**src/hdl/dcache_pkg.sv**
```systemverilog
package dcache_pkg;

    typedef logic [31:0]  addr_t;
    typedef logic [63:0]  beat_t;
    typedef logic [255:0] line_t;    // beat 0 in bits 63:0
    typedef logic [3:0]   axi_id_t;

    localparam int unsigned BEATS_PER_LINE = 4;
    typedef logic [$clog2(BEATS_PER_LINE)-1:0] beat_idx_t;

    localparam logic [7:0] AXI_LEN        = 8'd3;    // four beats
    localparam logic [2:0] AXI_SIZE       = 3'd3;    // 8 bytes per beat
    localparam logic [1:0] AXI_BURST_INCR = 2'b01;
    localparam axi_id_t    AXI_ID         = 4'd1;

    typedef enum logic {
        OP_REFILL,
        OP_WRITEBACK
    } line_op_e;

    typedef struct packed {
        line_op_e op;
        addr_t    addr;    // line aligned
        line_t    data;    // only meaningful for writebacks
    } line_req_t;

    typedef struct packed {
        axi_id_t    id;
        addr_t      addr;
        logic [7:0] len;
        logic [2:0] size;
        logic [1:0] burst;
    } axi_aw_t;

    typedef struct packed {
        axi_id_t    id;
        addr_t      addr;
        logic [7:0] len;
        logic [2:0] size;
        logic [1:0] burst;
    } axi_ar_t;

    typedef struct packed {
        beat_t      data;
        logic [7:0] strb;
        logic       last;
    } axi_w_t;

    typedef struct packed {
        axi_id_t    id;
        logic [1:0] resp;
    } axi_b_t;

    typedef struct packed {
        axi_id_t    id;
        beat_t      data;
        logic [1:0] resp;
        logic       last;
    } axi_r_t;

    // one accepted R beat, tagged with the line it belongs to
    typedef struct packed {
        addr_t addr;
        beat_t data;
        logic  last;
    } read_beat_t;

    typedef struct packed {
        addr_t addr;
        line_t data;
    } refill_t;

    typedef enum logic [1:0] {
        WR_IDLE,
        WR_ADDR,
        WR_DATA,
        WR_RESP
    } wr_state_e;

    typedef enum logic [1:0] {
        RD_IDLE,
        RD_ADDR,
        RD_DATA
    } rd_state_e;

endpackage

```
**src/hdl/miss_queue.sv**
```systemverilog
`timescale 1ns/100ps

module miss_queue #(
    parameter int QUEUE_DEPTH = 2
) (
    input  logic                  clock,
    input  logic                  reset,
    input  logic                  push_i,
    input  dcache_pkg::line_req_t push_req_i,
    output logic                  full_o,
    input  logic                  pop_i,
    output logic                  head_valid_o,
    output dcache_pkg::line_req_t head_req_o
);

    localparam int PTR_W = $clog2(QUEUE_DEPTH);
    localparam int CNT_W = $clog2(QUEUE_DEPTH + 1);

    dcache_pkg::line_req_t entries [QUEUE_DEPTH];
    logic [PTR_W-1:0]      wr_ptr;
    logic [PTR_W-1:0]      rd_ptr;
    logic [CNT_W-1:0]      count;
    logic                  do_push;
    logic                  do_pop;

    // wrap explicitly so non power of two depths also work
    function automatic logic [PTR_W-1:0] ptr_next(input logic [PTR_W-1:0] ptr);
        if (ptr == PTR_W'(QUEUE_DEPTH - 1)) begin
            return '0;
        end
        return ptr + 1'b1;
    endfunction

    assign full_o       = count == CNT_W'(QUEUE_DEPTH);
    assign head_valid_o = count != '0;
    assign head_req_o   = entries[rd_ptr];
    assign do_push      = push_i && !full_o;
    assign do_pop       = pop_i && head_valid_o;

    always_ff @(posedge clock) begin
        if (do_push) begin
            entries[wr_ptr] <= push_req_i;
        end
    end

    always_ff @(posedge clock or negedge reset) begin
        if (!reset) begin
            wr_ptr <= '0;
            rd_ptr <= '0;
            count  <= '0;
        end else begin
            if (do_push) wr_ptr <= ptr_next(wr_ptr);
            if (do_pop) rd_ptr <= ptr_next(rd_ptr);
            case ({do_push, do_pop})
                2'b10:   count <= count + 1'b1;
                2'b01:   count <= count - 1'b1;
                default: count <= count;    // none, or both at once
            endcase
        end
    end

endmodule

```
**src/hdl/axi_line_master.sv**
```systemverilog
`timescale 1ns/100ps

module axi_line_master (
    input  logic                   clock,
    input  logic                   reset,
    input  logic                   head_valid_i,
    input  dcache_pkg::line_req_t  head_req_i,
    output logic                   pop_o,
    output dcache_pkg::axi_aw_t    aw_o,
    output logic                   aw_valid_o,
    input  logic                   aw_ready_i,
    output dcache_pkg::axi_w_t     w_o,
    output logic                   w_valid_o,
    input  logic                   w_ready_i,
    input  dcache_pkg::axi_b_t     b_i,
    input  logic                   b_valid_i,
    output logic                   b_ready_o,
    output dcache_pkg::axi_ar_t    ar_o,
    output logic                   ar_valid_o,
    input  logic                   ar_ready_i,
    input  dcache_pkg::axi_r_t     r_i,
    input  logic                   r_valid_i,
    output logic                   r_ready_o,
    output logic                   rd_beat_valid_o,
    output dcache_pkg::read_beat_t rd_beat_o,
    output logic                   wb_done_o
);

    dcache_pkg::wr_state_e wr_state;
    dcache_pkg::wr_state_e wr_state_nxt;
    dcache_pkg::rd_state_e rd_state;
    dcache_pkg::rd_state_e rd_state_nxt;
    dcache_pkg::addr_t     wr_addr;
    dcache_pkg::line_t     wr_line;
    dcache_pkg::beat_idx_t wr_cnt;
    dcache_pkg::addr_t     rd_addr;
    logic                  head_is_wb;
    logic                  same_line;
    logic                  take_wb;
    logic                  take_rd;
    logic                  w_fire;
    logic                  b_fire;
    logic                  r_fire;
    logic                  w_last;

    // dispatch, strictly in queue order
    assign head_is_wb = head_req_i.op == dcache_pkg::OP_WRITEBACK;
    // writeback to the same line still waiting for B
    assign same_line  = (wr_state != dcache_pkg::WR_IDLE) && (wr_addr == head_req_i.addr);
    assign take_wb    = head_valid_i && head_is_wb && (wr_state == dcache_pkg::WR_IDLE);
    assign take_rd    = head_valid_i && !head_is_wb && (rd_state == dcache_pkg::RD_IDLE)
                        && !same_line;
    assign pop_o      = take_wb || take_rd;

    assign w_fire = w_valid_o && w_ready_i;
    assign b_fire = b_valid_i && b_ready_o;
    assign r_fire = r_valid_i && r_ready_o;
    assign w_last = wr_cnt == dcache_pkg::beat_idx_t'(dcache_pkg::BEATS_PER_LINE - 1);

    always_comb begin
        wr_state_nxt = wr_state;
        case (wr_state)
            dcache_pkg::WR_IDLE: if (take_wb) wr_state_nxt = dcache_pkg::WR_ADDR;
            dcache_pkg::WR_ADDR: if (aw_ready_i) wr_state_nxt = dcache_pkg::WR_DATA;
            dcache_pkg::WR_DATA: if (w_fire && w_last) wr_state_nxt = dcache_pkg::WR_RESP;
            dcache_pkg::WR_RESP: if (b_valid_i) wr_state_nxt = dcache_pkg::WR_IDLE;
            default:             wr_state_nxt = dcache_pkg::WR_IDLE;
        endcase
    end

    always_comb begin
        rd_state_nxt = rd_state;
        case (rd_state)
            dcache_pkg::RD_IDLE: if (take_rd) rd_state_nxt = dcache_pkg::RD_ADDR;
            dcache_pkg::RD_ADDR: if (ar_ready_i) rd_state_nxt = dcache_pkg::RD_DATA;
            dcache_pkg::RD_DATA: if (r_fire && r_i.last) rd_state_nxt = dcache_pkg::RD_IDLE;
            default:             rd_state_nxt = dcache_pkg::RD_IDLE;
        endcase
    end

    always_ff @(posedge clock or negedge reset) begin
        if (!reset) begin
            wr_state  <= dcache_pkg::WR_IDLE;
            rd_state  <= dcache_pkg::RD_IDLE;
            wr_cnt    <= '0;
            wb_done_o <= 1'b0;
        end else begin
            wr_state  <= wr_state_nxt;
            rd_state  <= rd_state_nxt;
            wb_done_o <= b_fire;    // one cycle after B
            if (take_wb) begin
                wr_cnt <= '0;
            end else if (w_fire) begin
                wr_cnt <= wr_cnt + 1'b1;
            end
        end
    end

    // latched only from idle, so payload holds while valid is up
    always_ff @(posedge clock) begin
        if (take_wb) begin
            wr_addr <= head_req_i.addr;
            wr_line <= head_req_i.data;
        end
        if (take_rd) rd_addr <= head_req_i.addr;
    end

    assign aw_valid_o = wr_state == dcache_pkg::WR_ADDR;
    assign w_valid_o  = wr_state == dcache_pkg::WR_DATA;
    assign b_ready_o  = wr_state == dcache_pkg::WR_RESP;
    assign ar_valid_o = rd_state == dcache_pkg::RD_ADDR;
    assign r_ready_o  = rd_state == dcache_pkg::RD_DATA;

    assign aw_o = '{id:    dcache_pkg::AXI_ID,
                    addr:  wr_addr,
                    len:   dcache_pkg::AXI_LEN,
                    size:  dcache_pkg::AXI_SIZE,
                    burst: dcache_pkg::AXI_BURST_INCR};
    assign ar_o = '{id:    dcache_pkg::AXI_ID,
                    addr:  rd_addr,
                    len:   dcache_pkg::AXI_LEN,
                    size:  dcache_pkg::AXI_SIZE,
                    burst: dcache_pkg::AXI_BURST_INCR};

    // beat slice picked by the counter, full strobe always
    assign w_o = '{data: wr_line[{wr_cnt, 6'b0} +: 64],
                   strb: 8'hff,
                   last: w_last};

    // resp and id of R and B are not checked
    assign rd_beat_valid_o = r_fire;
    assign rd_beat_o       = '{addr: rd_addr, data: r_i.data, last: r_i.last};

endmodule

```
**src/hdl/refill_assembler.sv**
```systemverilog
`timescale 1ns/100ps

module refill_assembler (
    input  logic                   clock,
    input  logic                   reset,
    input  logic                   beat_valid_i,
    input  dcache_pkg::read_beat_t beat_i,
    output logic                   refill_valid_o,
    output dcache_pkg::refill_t    refill_o
);

    dcache_pkg::beat_idx_t cnt;
    dcache_pkg::line_t     line_q;
    dcache_pkg::addr_t     addr_q;

    always_ff @(posedge clock or negedge reset) begin
        if (!reset) begin
            cnt            <= '0;
            refill_valid_o <= 1'b0;
        end else begin
            refill_valid_o <= beat_valid_i && beat_i.last;
            if (beat_valid_i) begin
                cnt <= beat_i.last ? '0 : cnt + 1'b1;    // realign on every last
            end
        end
    end

    always_ff @(posedge clock) begin
        if (beat_valid_i) begin
            line_q[{cnt, 6'b0} +: 64] <= beat_i.data;
            if (beat_i.last) addr_q <= beat_i.addr;
        end
    end

    // line_q already holds the last beat while the strobe is up
    assign refill_o = '{addr: addr_q, data: line_q};

endmodule

```
**src/hdl/dcache_axi_top.sv**
```systemverilog
`timescale 1ns/100ps

module dcache_axi_top #(
    parameter int QUEUE_DEPTH = 2
) (
    input  logic                  clock,
    input  logic                  reset,
    input  logic                  req_valid_i,
    output logic                  req_ready_o,
    input  dcache_pkg::line_req_t req_i,
    output logic                  refill_valid_o,
    output dcache_pkg::refill_t   refill_o,
    output logic                  wb_done_o,
    output dcache_pkg::axi_aw_t   aw_o,
    output logic                  aw_valid_o,
    input  logic                  aw_ready_i,
    output dcache_pkg::axi_w_t    w_o,
    output logic                  w_valid_o,
    input  logic                  w_ready_i,
    input  dcache_pkg::axi_b_t    b_i,
    input  logic                  b_valid_i,
    output logic                  b_ready_o,
    output dcache_pkg::axi_ar_t   ar_o,
    output logic                  ar_valid_o,
    input  logic                  ar_ready_i,
    input  dcache_pkg::axi_r_t    r_i,
    input  logic                  r_valid_i,
    output logic                  r_ready_o
);

    logic                   queue_full;
    logic                   head_valid;
    dcache_pkg::line_req_t  head_req;
    logic                   pop;
    logic                   rd_beat_valid;
    dcache_pkg::read_beat_t rd_beat;

    assign req_ready_o = !queue_full;

    miss_queue #(
        .QUEUE_DEPTH(QUEUE_DEPTH)
    ) u_miss_queue (
        .clock        (clock),
        .reset        (reset),
        .push_i       (req_valid_i && req_ready_o),    // accepted request
        .push_req_i   (req_i),
        .full_o       (queue_full),
        .pop_i        (pop),
        .head_valid_o (head_valid),
        .head_req_o   (head_req)
    );

    axi_line_master u_axi_line_master (
        .clock           (clock),
        .reset           (reset),
        .head_valid_i    (head_valid),
        .head_req_i      (head_req),
        .pop_o           (pop),
        .aw_o            (aw_o),
        .aw_valid_o      (aw_valid_o),
        .aw_ready_i      (aw_ready_i),
        .w_o             (w_o),
        .w_valid_o       (w_valid_o),
        .w_ready_i       (w_ready_i),
        .b_i             (b_i),
        .b_valid_i       (b_valid_i),
        .b_ready_o       (b_ready_o),
        .ar_o            (ar_o),
        .ar_valid_o      (ar_valid_o),
        .ar_ready_i      (ar_ready_i),
        .r_i             (r_i),
        .r_valid_i       (r_valid_i),
        .r_ready_o       (r_ready_o),
        .rd_beat_valid_o (rd_beat_valid),
        .rd_beat_o       (rd_beat),
        .wb_done_o       (wb_done_o)
    );

    refill_assembler u_refill_assembler (
        .clock          (clock),
        .reset          (reset),
        .beat_valid_i   (rd_beat_valid),
        .beat_i         (rd_beat),
        .refill_valid_o (refill_valid_o),
        .refill_o       (refill_o)
    );

endmodule

```
**config.mk**
```make
export PLATFORM = sky130hd
export DESIGN_NAME = dcache_axi_top
export DESIGN_NICKNAME = d
export VERILOG_FILES = /design/src/hdl/dcache_pkg.sv /design/src/hdl/miss_queue.sv /design/src/hdl/axi_line_master.sv /design/src/hdl/refill_assembler.sv /design/src/hdl/dcache_axi_top.sv
export SDC_FILE = /design/constraint.sdc
export NUM_CORES = 1
export LEC_CHECK = 0
export CAP_MARGIN = 20
export CORE_AREA = 2 2 343 345
export DETAILED_ROUTE_END_ITERATION = 10
export DIE_AREA = 0 0 345 347
export DONT_BUFFER_PORTS = 1
export PLACE_DENSITY = 0.6
export SKIP_LAST_GASP = 1
export SYNTH_ARGS = -nofsm -noshare
export SYNTH_HDL_FRONTEND = slang
export SYNTH_SLANG_ARGS = --single-unit
```
**constraint.sdc**
```tcl
create_clock -name clock -period 12.3 [get_ports clock]
set_input_delay 0.615 -clock clock [delete_from_list [all_inputs] [get_ports clock]]
set_output_delay 0.615 -clock clock [all_outputs]
set_load 0.01 [all_outputs]
```
==> flow_summary_export.csv <==
group,metric,value,unit
run_status,outcome,"finished, final reports clean",
timing,min_period,3.94,ns
grt,track_usage,16.5,%
floorplanning,coreArea,0.116,sq mm
synth,synth_area,0.0438,sq mm
power_and_ir_drop,p_leak,17.2,nW
layout,stdcell_count,4050,
grt,grt_max_degree,167,
setup_path,endpoint_kind,"register",
hold_path,hold_class,"input pin to register",
clock_network,cts-root-buf,"clkbuf_16",
clock_network,max-clock-path-buffers,3,
synth,synth_edf_count,1186,
grt,gr-total-overflow,0,
synth,ys.flop_type,"edfxtp_1",
timing,tightest_slew,1.32,ns
layout,final_nets,2791,
timing,tns,0,ns
setup_path,crit_top_cell,"xor2_1",
timing,period_share,32.0,%
timing,hold_viol,0,
run,cap_violations,0,
power_and_ir_drop,ir_worst_vdd,0.000174,V
detailed_routing,vias,19800,
timing,setup_violations,0,
synth,yosysTopAreaCellShare,81.3,%
synth,ys_types,38,
detailed_routing,wl_per_cell,24.9,um
clock_network,cts_resized,0,
clock_network,insertion_delay,0.73,ns
synth,synth_compound_area_share,0.229,%
grt,antenna_found_initial,25,
synth,syn_inst,2048,
synth,yosysWarnings,0,
floorplanning,fp-row-count,125,
placement,dpl.hpwl,65700,um
synth,synth_top_family_by_area,"multiplexers",
setup_path,reg2reg_depth,11,
clock_network,clock-sinks,1200,
timing,drv_slew,0,
detailed_routing,ant_nets,0,
floorplanning,boundaryPins,841,
synth,synth.most_common_cell,"edfxtp_1",
detailed_routing,drc,0,
setup_path,critical_path.cell_chain,"buf_12 > mux2_2 > xor2_1 > nor4_1 > nand4_1 > o21ai_2 > nand2b_1 > ha_1 > xnor2_1 > nor2_1 > xor2_1",
synth,yosysTopAreaCell,"edfxtp_1",
clock_network,cts_made_buffers,117,
clock_network,htree_levels,3,
timing,hold_ws,0.0711,ns
layout,drive_above_1_share,22.5,%
setup_path,max_stage_delay,0.54,ns
setup_path,start_kind,"register",
detailed_routing,drt-pass1-iter-count,5,
synth,synthXorXnorAreaFrac,0.740,%
detailed_routing,routed_wl,101000,um
setup_path,required,12.84,ns
timing,max_slew_margin,12.1,%
layout,area_delta_synth_final,19.6,%
timing,rsz0062_at_grt,"no",
floorplanning,chipWidth,345,um
synth,synthSimpleGateAreaFrac,4.23,%
placement,placedCellCount,3519,
floorplanning,die-area,0.120,sq mm
setup_path,worst_path_max_delay_cell,"nor4_1",
synth,synth.area.top_cells,"edfxtp_1, mux2_2, and2_1",
synth,ys_async_sr_fraction,1.17,%
synth,syn_avg_cell_area,21.4,sq um
timing,max_freq,254,MHz
setup_path,cp_max_fo,162,
timing,fin_skew,0.0805,ns
placement,port-buffer-count,0,
power_and_ir_drop,p_per_area,229,mW/mm^2
synth,synth-seq-cells,1200,
detailed_routing,vias_per_cell,4.88,
setup_path,cp.arrival,4.48,ns
floorplanning,die_y,347,um
setup_path,critPathKind,"register to register",
detailed_routing,dr.first_iter.drc_count,1295,
synth,muxShareOfSynthArea,10.8,%
clock_network,clkTransAtPathRegs,0.06,ns
synth,yosysSeqAreaShare,82.1,%
grt,first_global_vias,21100,
synth,yosys.area_share.adder,0.343,%
power_and_ir_drop,p_total,12.0,mW
hold_path,min_path_cells,2,
floorplanning,initial_utilization,37.8,%
placement,place_congestion,0.829,
clock_network,cts_tree,"yes",
synth,synth_common_cells,"edfxtp_1, mux2_2, and2_1",
grt,grt_pass1_wl,145000,um
==> what timing repair did <==
action / 4_1_cts / 5_1_grt
hold buffers: 291 / 0
hold endpoints to repair: 594 / 0
setup buffers: 0 / 0
==> cells by family (layout without fill, tap and decap cells) <==
| family | count (synthesis) | count (layout) |
|---|---|---|
| xor gates and xnor gates | 37 | 37 |
| AOI/OAI and AO/OA | 14 | 14 |
| adders and majority gates | 12 | 12 |
| muxes | 355 | 355 |
| DFF | 1200 | 1200 |
| buffers and inverters | 125 | 539 |
| other | 2 | 66 |
| and+or+nand+nor | 303 | 303 |
==> worst paths after layout <==
path | startpoint | endpoint | slack [ns]
setup / recovery | u_miss_queue.rd_ptr$_DFFE_PN0P_ | u_miss_queue.count[1]$_DFFE_PN0P_ | 8.36
hold / removal | w_ready_i | u_axi_line_master.wr_cnt[1]$_DFFE_PN0P_ | 0.07
setup reg to reg | u_miss_queue.rd_ptr$_DFFE_PN0P_ | u_miss_queue.count[1]$_DFFE_PN0P_ | 8.36
hold reg to reg | u_axi_line_master.rd_addr[27]$_DFFE_PP_ | u_refill_assembler.addr_q[27]$_DFFE_PP_ | 0.52
max in group asynchronous | reset | u_miss_queue.rd_ptr$_DFFE_PN0P_ | 10.92
min in group asynchronous | reset | u_axi_line_master.wr_state[0]$_DFFE_PN0P_ | 0.53
==> placed cells by master, fill, tap and decap left out, types with 5 or more instances in the layout <==
master	n
edfxtp_1	1186
dlygate4sd3_1	291
mux2_2	286
and2_1	257
clkbuf_16	117
mux4_2	64
conb_1	42
xor2_1	33
clkinv_1	26
diode_2	24
clkinv_2	22
clkbuf_1	18
buf_4	18
bufinv_16	15
ha_1	12
dfrtp_1	11
inv_1	10
nor2_1	9
nand2_1	7
nor4_1	7
clkinv_4	5
==> power by group <==
part	switching, mW	internal (mW)	total [mW]
Clock	1.53	2.07	3.60
Combinational	1.40	0.950	2.35
Sequential	0.379	5.65	6.03
Total	3.31	8.67	12.0
==> registers in the layout, indices dropped and copies added, names as in the netlist, 2 cells and up <==
register and cells:
u_refill_assembler.addr_q 32, u_refill_assembler.cnt 2, u_axi_line_master.wr_line 256, u_axi_line_master.wr_addr 32
u_refill_assembler.line_q 256, u_miss_queue.entries 578, u_axi_line_master.wr_cnt 2, u_axi_line_master.rd_addr 32
u_axi_line_master.rd_state 2, u_miss_queue.count 2, u_axi_line_master.wr_state 2
==> routing by layer <==
metal  part of all wire (%)  routed length (um)  global-route usage, %  vias up
li1                       -                   -                      -     8625
met1                     36               36500                   18.4    10200
met2                     52               52500                   28.8      771
met3                    8.8                8860                   5.84      165
met4                    2.8                2790                   6.00       18
met5                   0.12                 116                      0        -
==> through the flow <==
step	setup slack (ns)	cell area [sq um]	util [%]
global placement	8.30	45500	39.3
detailed placement	8.27	45500	39.3
global route	8.17	52400	45.3
floorplan	1.91	43900	-
finish	8.36	52400	45.3
CTS	8.28	52300	45.2
==> final cells by class <==
type / count / area, sq um
sequential: 1200 / 36000
multi-input combinational: 763 / 7360
inverter: 10 / 37.5
clock buffer: 135 / 3000
antenna: 24 / 60.1
timing repair buffer: 313 / 3130
clock inverter: 81 / 913
tap: 1524 / 1910
fill: 9627 / 63400
==> critical path: cells and delay by family, from the launching register on <==
family	cells	cell delay [ns]
and+or+nand+nor	4	1.03
buffers and inverters	1	0.48
DFF	1	0.41
xor gates and xnor gates	3	0.45
AOI/OAI and AO/OA	1	0.30
adders and majority gates	1	0.21
muxes	1	0.46
Note: power is estimated with default switching activity, not from simulation.
